**src/hw/console_pkg.sv**
```systemverilog
package console_pkg;

	// ==================================================
	// character codes
	// ==================================================

	typedef logic [7:0] char_t;

	localparam char_t CH_BS = 8'h08;	// backspace, steps the cursor left.
	localparam char_t CH_LF = 8'h0A;	// line feed, also returns the carriage.
	localparam char_t CH_FF = 8'h0C;	// form feed, clears and homes.
	localparam char_t CH_CR = 8'h0D;
	localparam char_t CH_SPACE = 8'h20;	// fill code and first printable code.

	// ==================================================
	// APB register map
	// ==================================================

	localparam logic [3:0] ADDR_TXDATA = 4'h0;	// write only, one character per access.
	localparam logic [3:0] ADDR_STATUS = 4'h4;	// read only.

	localparam int STATUS_BUSY_BIT = 0;
	localparam int STATUS_COL_LSB = 8;	// cursor column, 8 bits wide.
	localparam int STATUS_ROW_LSB = 16;	// cursor row, 8 bits wide.

	// screen row to cell index, the rows form a ring offset by the scroll row.
	function automatic int unsigned cell_index(
		input int unsigned row,
		input int unsigned col,
		input int unsigned scroll,
		input int unsigned rows,
		input int unsigned cols
	);
		int unsigned phys;
		phys = row + scroll;
		if (phys >= rows)
			phys = phys - rows;	// both terms are below rows, one wrap is enough.
		return phys * cols + col;
	endfunction

endpackage

```
**src/hw/video_state_if.sv**
```systemverilog
`timescale 1ns/10ps

interface video_state_if
	import console_pkg::*;
#(
	parameter int COLS = 80,
	parameter int ROWS = 30
) ();
	logic wr;
	logic [$clog2(COLS*ROWS)-1:0] waddr;
	char_t wdata;
	logic [7:0] scroll_row;	// physical row that shows as screen row 0.
	logic [7:0] cursor_col;
	logic [7:0] cursor_row;

	modport writer (
		output wr, waddr, wdata,
		output scroll_row, cursor_col, cursor_row
	);

	modport display (
		input wr, waddr, wdata,
		input scroll_row, cursor_col, cursor_row
	);

endinterface

```
**src/hw/text_renderer.sv**
```systemverilog
`timescale 1ns/10ps

module text_renderer
	import console_pkg::*;
#(
	parameter int COLS = 80,
	parameter int ROWS = 30,
	parameter int BLINK_FRAMES = 30
) (
	input logic pixclk,
	input logic resetcountdown,
	input logic [15:0] px,
	input logic [15:0] py,
	input logic hs_raw,
	input logic vs_raw,
	input logic active,
	output logic [$clog2(COLS*ROWS)-1:0] raddr,
	input char_t rdata,
	video_state_if.display vid,
	output char_t glyph_char,
	output logic [2:0] glyph_row,
	input logic [7:0] glyph_bits,
	output logic hs,
	output logic vs,
	output logic de,
	output logic pixel
);
	localparam int AW = $clog2(COLS * ROWS);
	localparam logic [15:0] BLINK_LAST = 16'(BLINK_FRAMES - 1);

	logic [15:0] cell_x;
	logic [15:0] cell_y;
	logic in_text;
	logic on_cursor;
	logic glyph_bit;
	logic frame_start;
	logic [15:0] blink_cnt;
	logic cursor_hidden;

	// stage 1 runs alongside the memory read, stage 2 holds the finished pixel.
	logic s1_hs, s1_vs, s1_active, s1_text, s1_cursor;
	logic [2:0] s1_xbit;
	logic [2:0] s1_row;
	logic s2_hs, s2_vs, s2_de, s2_pixel;

	assign cell_x = px >> 3;
	assign cell_y = py >> 3;
	assign in_text = (cell_x < COLS) && (cell_y < ROWS);
	assign on_cursor = (cell_x == {8'd0, vid.cursor_col}) && (cell_y == {8'd0, vid.cursor_row});
	assign raddr = in_text ? AW'(cell_index(cell_y, cell_x, vid.scroll_row, ROWS, COLS)) : '0;

	assign glyph_char = rdata;
	assign glyph_row = s1_row;
	assign glyph_bit = glyph_bits[3'd7 - s1_xbit];	// bit 7 is the leftmost pixel.
	assign frame_start = vs_raw && !s1_vs;

	always_ff @(posedge pixclk) begin
		s1_xbit <= px[2:0];
		s1_row <= py[2:0];
	end

	always_ff @(posedge pixclk) begin
		if (!resetcountdown) begin
			s1_hs <= 1'b0;
			s1_vs <= 1'b0;
			s1_active <= 1'b0;
			s1_text <= 1'b0;
			s1_cursor <= 1'b0;
			s2_hs <= 1'b0;
			s2_vs <= 1'b0;
			s2_de <= 1'b0;
			s2_pixel <= 1'b0;
			hs <= 1'b0;
			vs <= 1'b0;
			de <= 1'b0;
			pixel <= 1'b0;
		end else begin
			s1_hs <= hs_raw;
			s1_vs <= vs_raw;
			s1_active <= active;
			s1_text <= in_text;
			s1_cursor <= on_cursor;
			s2_hs <= s1_hs;
			s2_vs <= s1_vs;
			s2_de <= s1_active;
			s2_pixel <= s1_active && s1_text && (glyph_bit ^ (s1_cursor && !cursor_hidden));
			hs <= s2_hs;
			vs <= s2_vs;
			de <= s2_de;
			pixel <= s2_pixel;
		end
	end

	// ==================================================
	// cursor blink
	// ==================================================

	always_ff @(posedge pixclk) begin
		if (!resetcountdown) begin
			blink_cnt <= '0;
			cursor_hidden <= 1'b0;	// frame 0 shows the cursor.
		end else if (frame_start) begin
			if (blink_cnt == BLINK_LAST) begin
				blink_cnt <= '0;
				cursor_hidden <= ~cursor_hidden;
			end else begin
				blink_cnt <= blink_cnt + 16'd1;
			end
		end
	end

endmodule

```
**src/flat_wrapper.sv**
```systemverilog
// flat-port wrapper written by rule: the top's interface ports become plain ports
module text_renderer_flat import console_pkg::*;
#(
	parameter int COLS = 80,
	parameter int ROWS = 30,
	parameter int BLINK_FRAMES = 30
)
  (pixclk, resetcountdown, px, py, hs_raw, vs_raw, active, raddr, rdata, glyph_char, glyph_row, glyph_bits, hs, vs, de, pixel, vid_wr, vid_waddr, vid_wdata, vid_scroll_row, vid_cursor_col, vid_cursor_row);
  video_state_if #(.COLS(COLS), .ROWS(ROWS)) vid_i ();
  input logic pixclk;
  input logic resetcountdown;
  input logic [15:0] px;
  input logic [15:0] py;
  input logic hs_raw;
  input logic vs_raw;
  input logic active;
  output logic [$clog2(COLS*ROWS)-1:0] raddr;
  input char_t rdata;
  output char_t glyph_char;
  output logic [2:0] glyph_row;
  input logic [7:0] glyph_bits;
  output logic hs;
  output logic vs;
  output logic de;
  output logic pixel;
  input wire logic [$bits(vid_i.wr)-1:0] vid_wr;
  input wire logic [$bits(vid_i.waddr)-1:0] vid_waddr;
  input wire logic [$bits(vid_i.wdata)-1:0] vid_wdata;
  input wire logic [$bits(vid_i.scroll_row)-1:0] vid_scroll_row;
  input wire logic [$bits(vid_i.cursor_col)-1:0] vid_cursor_col;
  input wire logic [$bits(vid_i.cursor_row)-1:0] vid_cursor_row;
  assign vid_i.wr = vid_wr;
  assign vid_i.waddr = vid_waddr;
  assign vid_i.wdata = vid_wdata;
  assign vid_i.scroll_row = vid_scroll_row;
  assign vid_i.cursor_col = vid_cursor_col;
  assign vid_i.cursor_row = vid_cursor_row;
  text_renderer #(.COLS(COLS), .ROWS(ROWS), .BLINK_FRAMES(BLINK_FRAMES)) u_core (.pixclk(pixclk), .resetcountdown(resetcountdown), .px(px), .py(py), .hs_raw(hs_raw), .vs_raw(vs_raw), .active(active), .raddr(raddr), .rdata(rdata), .vid(vid_i), .glyph_char(glyph_char), .glyph_row(glyph_row), .glyph_bits(glyph_bits), .hs(hs), .vs(vs), .de(de), .pixel(pixel));
endmodule
```
**config.mk**
```make
export PLATFORM = sky130hd
export DESIGN_NAME = text_renderer_flat
export DESIGN_NICKNAME = d
export VERILOG_FILES = /design/src/hw/console_pkg.sv /design/src/hw/video_state_if.sv /design/src/hw/text_renderer.sv /design/src/flat_wrapper.sv
export SDC_FILE = /design/constraint.sdc
export NUM_CORES = 1
export LEC_CHECK = 0
export ABC_AREA = 1
export BUFFER_PORTS_ARGS = -buffer_cell sky130_fd_sc_hd__clkbuf_2
export CAP_MARGIN = 20
export CORE_AREA = 3 3 88 90
export CTS_CLUSTER_DIAMETER = 150
export DETAILED_ROUTE_END_ITERATION = 6
export DIE_AREA = 0 0 91 93
export PLACE_DENSITY = 0.8
export SYNTH_ARGS = -nofsm -noshare
export SYNTH_HDL_FRONTEND = slang
export SYNTH_SLANG_ARGS = --single-unit
```
**constraint.sdc**
```tcl
create_clock -name pixclk -period 6.85 [get_ports pixclk]
set_clock_uncertainty 0.05 [all_clocks]
set_input_delay 1.7125 -clock pixclk [delete_from_list [all_inputs] [get_ports pixclk]]
set_output_delay 1.7125 -clock pixclk [all_outputs]
set_load 0.1 [all_outputs]
```
After elaboration in Yosys (flattened, before gate mapping)
Index checks and enable logic that the tools add are counted.

storage, ports and cells
  flip-flop bits (word level) = 36
  input port bits = 98
  output and inout port bits = 27
  word-level logic and storage cells = 46

cells by class
  $add $sub $neg = 5
  $mul = 1
  magnitude comparators = 4
  equal/unequal tests = 3
  muxes and demuxes = 5
  bitwise gates (word level) = 2
  reduce and logical (&&, ||, !) cells = 9

operators with widths
  cell                                                                    number
  32-bit by 5-bit >= comparator with 1-bit output, second input constant  1
  32-bit by 3-bit multiplier with 8-bit output, second input constant     1
  32-bit 2-to-1 mux                                                       1
  32-bit by 5-bit subtractor with 32-bit output, second input constant    1
  13-bit by 8-bit == test with 1-bit output                               2
  16-bit by 1-bit adder with 16-bit output, second input constant         1
  16-bit by 5-bit == test with 1-bit output, second input constant        1
  16-bit 2-to-1 mux                                                       1
  13-bit by 8-bit adder with 14-bit output                                1
  13-bit by 5-bit < comparator with 1-bit output, second input constant   1
  13-bit by 7-bit < comparator with 1-bit output, second input constant   1
  12-bit adder                                                            1
  12-bit 2-to-1 mux                                                       1
  1-bit logical AND                                                       6
  3-bit by 4-bit < comparator with 1-bit output, second input constant    1
  1-bit binary-select mux with 3-bit select                               1
  3-bit subtractor, first input constant                                  1
  1-bit logical NOT                                                       2
  2-bit AND reduction                                                     1
  1-bit 2-to-1 mux                                                        1
  1-bit inverter                                                          1
  1-bit XOR                                                               1

Longest topological paths before layout
Gate-level depths: netlist of run 1.

  depth in word-level cells = 6
  depth in mapped cells = 31
  mapped depth without buffers = 31

Worst setup path before layout of run 1
No wires, ideal clock.

  path kind = in2out
  start = input vid_scroll_row[0]
  end = output raddr[11]
  data arrival time = 6.615 ns
  required time = 5.088 ns
  setup slack = -1.527 ns
  stages on the path = 30
  buffers on the path = 0
  cells stage by stage = ha_1 inv_1 fa_1 inv_1 nand3_1 nand2_2 nand2_1 nand2_2 nor2_2 nor2_2 nand3_2 nor2_4 nand2_4 xor2_1 inv_1 ha_1 ha_1 inv_1 fa_1 xnor2_1 ha_1 nand2_1 inv_1 nand4_1 o211ai_1 xor2_1 inv_1 nand2_1 nand2_1 nor2_1

between the ends
  longest elaborated chain between the ends = 6
  elaborated cells between the ends (all ways) = 7
  those cells by class = 3 x add/sub; 1 x mul; 1 x order compare; 2 x mux

ends and longest elaborated chain
  element                                                                                                           RTL line                              RTL
  from (decl)                                                                                                       flat_wrapper.sv:29                    input wire logic [$bits(vid_i.scroll_row)-1:0] vid_scroll_row;
  13-bit by 8-bit adder with 14-bit output *                                                                        console_pkg.sv:35                     phys = row + scroll;
  32-bit by 5-bit subtractor with 32-bit output or 32-bit by 5-bit >= comparator with 1-bit output (tied branches)  console_pkg.sv:37, console_pkg.sv:36
  32-bit 2-to-1 mux *                                                                                               console_pkg.sv:36                     if (phys >= rows)
  32-bit by 3-bit multiplier with 8-bit output *                                                                    console_pkg.sv:38                     return phys * cols + col;
  12-bit adder *                                                                                                    console_pkg.sv:38
  12-bit 2-to-1 mux *                                                                                               text_renderer.sv:50                   assign raddr = in_text ? AW'(cell_index(cell_y, cell_x, vid.scroll_row, ROWS, COLS)) : '0;
  to (decl)                                                                                                         flat_wrapper.sv:17                    output logic [$clog2(COLS*ROWS)-1:0] raddr;

Mark *: on every way between the ends. The rest lies on a longest branch, timed or not.

Final worst setup path of run 1
Ends and elaborated chain as after synthesis.

==> out/summary.txt, run 1 <==
yosys warns: 0
CTS tree: done
Post-Synth XOR/XNOR Area: 0.0611
Die Wd: 91 um
Avg Cell Area, Syn: 6.71 um2
GRT overflow: 0
RSZ-0062 raised after global routing: yes
simple-gate area share of the yosys netlist: 0.354
Num CTS Buffers: 5
Max rail drop VDD: 0.325 mV
clock sink total: 36
RR Startpoint: u_core.blink_cnt[0]$_SDFFE_PN0P_
Min-Delay Path Depth: 2
cell with the most instances after synthesis: nand2_1
worst hold path endpoint: u_core.de$_SDFF_PN0_
full die area: 8460 um2
main combinational cell family by area after synthesis: simple AND/OR/NAND/NOR gates
Post-synth EDFFs: 0
CP dominant cell by count: nand2_2
vias per cell: 4.97
final hold violation count: 0
Rows: 31
max-cap violations: 0
diode count: 0
ys flop type: dfxtp_1
minimum clock period: 7.59 ns
Async S/R FF share, synth: 0
arrival time worst endpoint: 5.82 ns
reg2reg setup slack: 4.93 ns
post-synthesis cell type count: 40
worst r2r dst: u_core.blink_cnt[14]$_SDFFE_PN0P_
largest area contributor in the netlist: dfxtp_1
WL/cell: 12.2 um
Worst Path Required: 5.09 ns
First-pass DRT Iterations: 4
Synth Cell Area: 3140 um2
critical path type: input port to primary output
Slowest-stage cell, CP: fa_2
layout cells sized above 1: 0.378
Min-Delay Path Class: flop to flop
Final ANT Viol Nets: 0
ranking of synthesized cells by area: dfxtp_1 (23%), nand2_1 (12%), ha_1 (11%)
most frequent cells after synthesis: nand2_1 (99), inv_1 (81), nor2_1 (42)
R2R depth: 12
PwrDens: 242 nW/um2
fmax: 132 MHz
initial drt markers: 94
Post-Syn Instances: 467
GR Util All Layers: 0.203
post-synthesis mux area share: 0.00319
Pwr Total: 0.00109 W
Worst Path Max Fanout: 6
initial antenna violation count: 0
area growth from synthesis to layout: 43.3%
IO Port Bufs: 87
Hold Path Origin: u_core.s2_de$_SDFF_PN0_
CP endpoint kind: primary output
Layout Utilization: 0.630
Worst-Margin Slew: 0.601 ns
CP peak stage delay: 0.36 ns
violated checks: setup timing
routed wire length: 8630 um
Filler cells: 667
Place WS: -0.850 ns
Final Wtd Congestion: 0.931
nets: 736
status: finished, violations left
adder-cell share of the synthesized area: 0.127
Final setup viols: 4
Worst-path clk slew: 0.08 ns
vias in the first global route: 3483
first-pass GRT wire length: 14400 um
I/O pins: 125
latest clock arrival within the worst-skew pair: 0.29 ns
Hold-fix buffers, CTS: 0
max-slew violation count: 0
Root Driver: clkbuf_8
H-tree depth: 2
startpoint class of the critical path: input port
Leak Pwr: 2.30 nW
Clock Tree Buf Depth: 2
drc violations: 0
register area share after synthesis: 0.230
Syn Nets: 595
Slew HR: 0.596
core area: 7140 um2
synthesis-stage register bit count: 36
largest net degree at the start of global routing: 14
starting density of the core: 0.439
complex-gate fraction of the synthesized area: 0.100
Yosys top cell area share: 0.230
Die Height: 93 um
hpwl dp: 7260 um
Final Cycle Share: 1.11
DR vias: 3522
final setup margin: -0.737 ns
-- per-layer routing --
metal | GRT usage | vias up | wire (um)
met4 | 0.0704 | 0 | 276
li1 | - | 1781 | -
met2 | 0.395 | 103 | 4530
met1 | 0.218 | 1609 | 3290
met3 | 0.0378 | 29 | 539
met5 | 0 | - | 0
-- where the power goes --
group	total (W)	switching, W	internal, W
Combinational	0.000718	0.000369	0.000349
Sequential	0.000218	0.00000330	0.000214
Clock	0.000151	0.0000789	0.0000719
-- worst max-delay path: cells and delay by family --
| family | cells | cell delay, ns |
|---|---|---|
| XOR/XNOR | 3 | 0.47 |
| AND/OR/NAND/NOR | 15 | 1.28 |
| buffers and inverters | 8 | 0.61 |
| AO/OA/AOI/OAI | 1 | 0.14 |
| adder cells (fa/ha/maj) | 6 | 1.60 |
-- flip-flops by register name, indices dropped and copies added, names as in the netlist --
name	flops
u_core.s1_xbit	3
u_core.s2_de	1
u_core.s1_vs	1
u_core.s1_text	1
u_core.blink_cnt	16
u_core.glyph_row	3
u_core.de	1
u_core.pixel	1
u_core.s2_hs	1
u_core.s1_hs	1
u_core.s1_cursor	1
u_core.s1_active	1
u_core.hs	1
u_core.s2_vs	1
u_core.cursor_hidden	1
u_core.s2_pixel	1
u_core.vs	1
-- cell families (layout without fill, tap and decap cells) --
| kind of cell | count (synthesis) | count (layout) |
|---|---|---|
| fa+ha+maj | 30 | 30 |
| mux | 1 | 1 |
| simple gates | 231 | 231 |
| flops | 36 | 36 |
| compound gates | 52 | 52 |
| buf+inv | 96 | 238 |
| xor+xnor | 21 | 21 |
-- cell type report --
type | count | area (um2) | share of cell area
Inverter | 86 | 325 | 0.0724
Sequential cell | 36 | 721 | 0.160
Timing Repair Buffer | 144 | 977 | 0.217
Tap cell | 99 | 124 | 0.0276
Clock buffer | 5 | 68.8 | 0.0153
Multi-Input combinational cell | 335 | 2250 | 0.502
Clock inverter | 3 | 23.8 | 0.00529
-- metrics by stage --
step / hold WS [ns] / instances / setup TNS [ns] / area [um2]
6_report: 0.372 / 708 / -2.02 / 4490
5_1_grt: 0.385 / 708 / -2.86 / 4490
4_1_cts: 0.377 / 706 / -2.12 / 4400
3_5_place_dp: 0.359 / 693 / -2.61 / 4210
3_3_place_gp: 0.345 / 693 / -2.22 / 4210
2_1_floorplan: 0.340 / 467 / -1.35 / 3250
-- cell usage in the layout, fill, tap and decap left out, drive strengths merged, types with 2 or more instances in the layout --
cell type,instances
clkbuf,84
dfxtp,36
fa,3
o21a,3
nor2,51
nand3,30
nand2,112
a221oi,3
o21ai,11
o22ai,3
clkinvlp,2
o211ai,2
nand4,12
xor2,13
inv,86
nor3,13
ha,27
a211oi,3
nor3b,3
a21oi,22
xnor2,8
nor4,5
buf,65
or2,3
-- repair_timing --
action | in CTS | in global routing
resized for setup | 13 | 18
pin swaps | 21 | 9
hold endpoints to repair | 0 | 0
endpoints found under the setup margin | 5 | 5
buffers inserted | 5 | 3
-- worst max path at each step --
stage	startpoint	end	slack, ns	cells after the start
4_1_cts	vid_scroll_row[0]	raddr[11]	-0.75	34
6_report	vid_scroll_row[0]	raddr[11]	-0.74	33
5_1_grt	vid_scroll_row[0]	raddr[11]	-0.98	33
3_3_place_gp	py[3]	raddr[11]	-0.76	31
2_1_floorplan	py[3]	raddr[11]	-0.61	28
3_5_place_dp	py[3]	raddr[11]	-0.85	33
Power figures use the tool's default switching activity.
==> run 2: changes to the inputs <==
Settings changed: BUFFER_PORTS_ARGS -buffer_cell sky130_fd_sc_hd__clkbuf_2 to default, CORE_AREA 3 3 88 90 to 3 3 84 86, DIE_AREA 0 0 91 93 to 0 0 87 89, DONT_BUFFER_PORTS from default to 1, PLACE_DENSITY 0.8 to 0.7.
==> out/summary.txt, run 2 (synthesized netlist as in run 1, its figures left out) <==
largest net degree at the start of global routing: 14
clock sink total: 36
Worst-path clk slew: 0.07 ns
Final ANT Viol Nets: 0
Clock Tree Buf Depth: 2
Min-Delay Path Depth: 2
initial antenna violation count: 0
hpwl dp: 6490 um
Root Driver: clkbuf_8
critical path type: input port to primary output
Leak Pwr: 1.93 nW
max-slew violation count: 0
latest clock arrival within the worst-skew pair: 0.29 ns
Num CTS Buffers: 5
startpoint class of the critical path: input port
largest register by flop count: u_core.blink_cnt
nets: 648
Pwr Total: 0.00103 W
vias in the first global route: 3077
CP dominant cell by count: nand2_2
Slew HR: 0.373
first-pass GRT wire length: 12700 um
commonest cells after routing, fill and taps aside: nand2_1 (90), inv_1 (75), buf_4 (50)
WL/cell: 13.3 um
max-cap violations: 0
Fin Hold WS: 0.367 ns
IO Port Bufs: 0
Worst Path Max Fanout: 8
drc violations: 0
final setup margin: -0.666 ns
Die Wd: 87 um
final hold violation count: 0
Final Wtd Congestion: 0.828
GR Util All Layers: 0.204
First-pass DRT Iterations: 4
Min-Delay Path Class: flop to flop
RSZ-0062 raised after global routing: yes
worst r2r dst: u_core.blink_cnt[14]$_SDFFE_PN0P_
Slowest-stage cell, CP: fa_2
PwrDens: 259 nW/um2
routed wire length: 7930 um
Final setup viols: 4
R2R depth: 12
Post-Route Setup TNS: -1.68 ns
Place WS: -0.749 ns
initial drt markers: 115
reg2reg setup slack: 4.83 ns
Area after DPL: 3700 um2
Worst Path Required: 5.09 ns
Rows: 29
max reg flops: 16
Die Height: 89 um
arrival time worst endpoint: 5.75 ns
CTS tree: done
full die area: 7740 um2
CP endpoint kind: primary output
Final Cycle Share: 1.10
violated checks: setup timing
fmax: 133 MHz
area growth from synthesis to layout: 27.3%
Max rail drop VDD: 0.335 mV
Worst-Margin Slew: 0.939 ns
layout cells sized above 1: 0.282
minimum clock period: 7.52 ns
CP peak stage delay: 0.35 ns
fin area: 3990 um2
vias per cell: 5.18
DR vias: 3099
status: finished, violations left
core area: 6350 um2
GRT overflow: 0
Hold Path Origin: u_core.s2_vs$_SDFF_PN0_
starting density of the core: 0.494
diode count: 0
I/O pins: 125
worst hold path endpoint: u_core.vs$_SDFF_PN0_
H-tree depth: 2
RR Startpoint: u_core.blink_cnt[0]$_SDFFE_PN0P_
most common cell after layout, fill and taps aside: nand2_1
[run 2: cell count changes in the layout (fill, tap and decap cells not counted), sizes merged]
cell,change
buf,-9
bufinv,+1
clkbuf,-78
clkinvlp,-2
[run 2: layout make-up]
type / instances / area (um2)
Fill cell: 551 / 2360
Multi-Input combinational cell: 335 / 2250
Sequential cell: 36 / 721
Timing Repair Buffer: 56 / 487
Inverter: 86 / 325
Tap cell: 77 / 96.3
Clock buffer: 6 / 72.6
Clock inverter: 2 / 35.0
[run 2: where the power goes]
group          switching [W]  leakage [nW]  internal (W)
Combinational       0.000333          1.58      0.000293
Sequential         0.0000137         0.294      0.000215
Clock              0.0000724        0.0552      0.000108
Total               0.000419          1.93      0.000615
[run 2: worst max path at each step]
| stage | from | endpoint | slack (ns) | depth (start not counted) |
|---|---|---|---|---|
| 2_1_floorplan | py[3] | raddr[11] | -0.61 | 28 |
| 3_3_place_gp | py[3] | raddr[11] | -0.65 | 32 |
| 3_5_place_dp | py[3] | raddr[11] | -0.75 | 32 |
| 4_1_cts | py[3] | raddr[11] | -0.64 | 32 |
| 5_1_grt | py[3] | raddr[11] | -0.98 | 32 |
| 6_report | py[3] | raddr[11] | -0.67 | 31 |
[run 2: per-layer routing]
layer,wire length [um],track usage,part of all wire
met5,0,0,0
met1,3140,0.220,0.40
met3,609,0.0590,0.077
met2,3980,0.378,0.50
met4,194,0.0751,0.024
[run 2: repair_timing]
item                       CTS  global route
hold buffers                 0             0
gates cloned                 0             0
resized for setup           10            16
pin swaps                   20            10
buffers inserted             7             4
setup endpoints to repair    4             5
[run 2: worst max-delay path, delay by kind of cell]
kind                     cells  cell delay, ns
XOR/XNOR                     4            0.63
buffers and inverters        7            0.55
adder cells (fa/ha/maj)      6            1.58
AO/OA/AOI/OAI                1            0.13
AND/OR/NAND/NOR             13            1.15
[run 2: per-stage QoR]
| stage | util | std cells |
|---|---|---|
| global route | 0.628 | 598 |
| global placement | 0.583 | 580 |
| finish | 0.628 | 598 |
| detailed placement | 0.583 | 580 |
| CTS | 0.613 | 595 |
| floorplan | - | 467 |
==> run 3: changes to the inputs <==
Settings changed: CORE_AREA 3 3 84 86 to 2 2 83 85, DIE_AREA 0 0 87 89 to 0 0 85 87.
==> out/summary.txt, run 3 (synthesized netlist as in run 1, its figures left out) <==
Slowest-stage cell, CP: fa_2
starting density of the core: 0.477
Final Wtd Congestion: 0.823
IO Port Bufs: 0
Final setup viols: 4
Root Driver: clkbuf_8
H-tree depth: 2
Leak Pwr: 1.92 nW
Worst Path Max Fanout: 6
max reg flops: 16
clock sink total: 36
PwrDens: 251 nW/um2
final setup margin: -0.629 ns
Layout Utilization: 0.606
commonest cells after routing, fill and taps aside: nand2_1 (89), inv_1 (75), buf_4 (49)
Worst Path Required: 5.09 ns
hpwl dp: 6540 um
arrival time worst endpoint: 5.72 ns
RSZ-0062 raised after global routing: yes
CTS tree: done
Die Height: 87 um
vias in the first global route: 3063
Post-Route Setup TNS: -1.75 ns
Rows: 30
latest clock arrival within the worst-skew pair: 0.28 ns
Num CTS Buffers: 5
Clock Tree Buf Depth: 2
diode count: 0
largest register by flop count: u_core.blink_cnt
First-pass DRT Iterations: 4
nets: 648
final hold violation count: 0
fmax: 134 MHz
WL/cell: 13.2 um
Worst-path clk slew: 0.07 ns
startpoint class of the critical path: input port
Final Cycle Share: 1.09
minimum clock period: 7.48 ns
GR Util All Layers: 0.218
Final ANT Viol Nets: 0
CP peak stage delay: 0.52 ns
Die Wd: 85 um
max-cap violations: 0
full die area: 7400 um2
Slew HR: 0.373
violated checks: setup timing
Max rail drop VDD: 0.279 mV
Worst-Margin Slew: 0.939 ns
I/O pins: 125
vias per cell: 5.22
DR vias: 3139
GRT overflow: 0
initial antenna violation count: 0
first-pass GRT wire length: 13000 um
routed wire length: 7920 um
status: finished, violations left
layout cells sized above 1: 0.282
initial drt markers: 82
drc violations: 0
Hold-fix buffers, CTS: 0
max-slew violation count: 0
core area: 6570 um2
area growth from synthesis to layout: 26.9%
largest net degree at the start of global routing: 14
most common cell after layout, fill and taps aside: nand2_1
critical path type: input port to primary output
Min-Delay Path Class: flop to flop
CP endpoint kind: primary output
run 3: layout make-up:
type,instances,area [um2]
fillers,579,2590
multi-input cells,335,2250
flip-flops and latches,36,721
repair buffers,56,490
inverters,86,325
well taps,80,100
clock buffers,5,68.8
clock inverters,3,18.8
run 3: layer usage:
layer | global-route usage | up-vias | wire, um
li1 | - | 1604 | -
met2 | 0.410 | 96 | 4190
met3 | 0.0588 | 22 | 545
met4 | 0.0895 | 0 | 254
met5 | 0 | - | 0
met1 | 0.227 | 1417 | 2930
run 3: worst max-delay path: cells and delay by family:
kind	cells	cell delay (ns)
adder cells (fa/ha/maj)	6	1.67
AO/OA/AOI/OAI	2	0.27
XOR/XNOR	2	0.34
AND/OR/NAND/NOR	13	1.17
buffers and inverters	7	0.54
run 3: worst paths after layout:
kind,cells after the start,start,to,slack [ns]
worst min register to register,2,u_core.s2_pixel$_SDFF_PN0_,u_core.pixel$_SDFF_PN0_,0.37
worst min-delay path,2,u_core.s2_pixel$_SDFF_PN0_,u_core.pixel$_SDFF_PN0_,0.37
worst max-delay path,30,vid_scroll_row[0],raddr[11],-0.63
worst max register to register,12,u_core.blink_cnt[0]$_SDFFE_PN0P_,u_core.blink_cnt[14]$_SDFFE_PN0P_,4.88
run 3: power by group:
part	total [W]	leakage, nW	switching [W]	internal [W]
registers	0.000228	0.294	0.0000136	0.000215
logic	0.000627	1.58	0.000330	0.000298
clock network	0.000144	0.0479	0.0000729	0.0000707
run 3: metrics by stage:
| stage | cell area (um2) | setup WS, ns | hold WS [ns] | std cells | total power [W] |
|---|---|---|---|---|---|
| after global placement | 3730 | -0.657 | 0.344 | 587 | 0.000752 |
| after global routing | 3980 | -0.875 | 0.373 | 601 | 0.00109 |
| after CTS | 3950 | -0.577 | 0.367 | 600 | 0.000991 |
| final | 3980 | -0.629 | 0.365 | 601 | 0.000999 |
| after floorplan | 3250 | -0.613 | 0.340 | 467 | 0.000623 |
| after detailed placement | 3730 | -0.723 | 0.350 | 587 | 0.000769 |
run 3: repair_timing:
item,in CTS,in global routing
cloned,0,0
gates resized for setup,20,7
buffers inserted,5,2
setup endpoints to repair,4,5
pin swaps,33,10
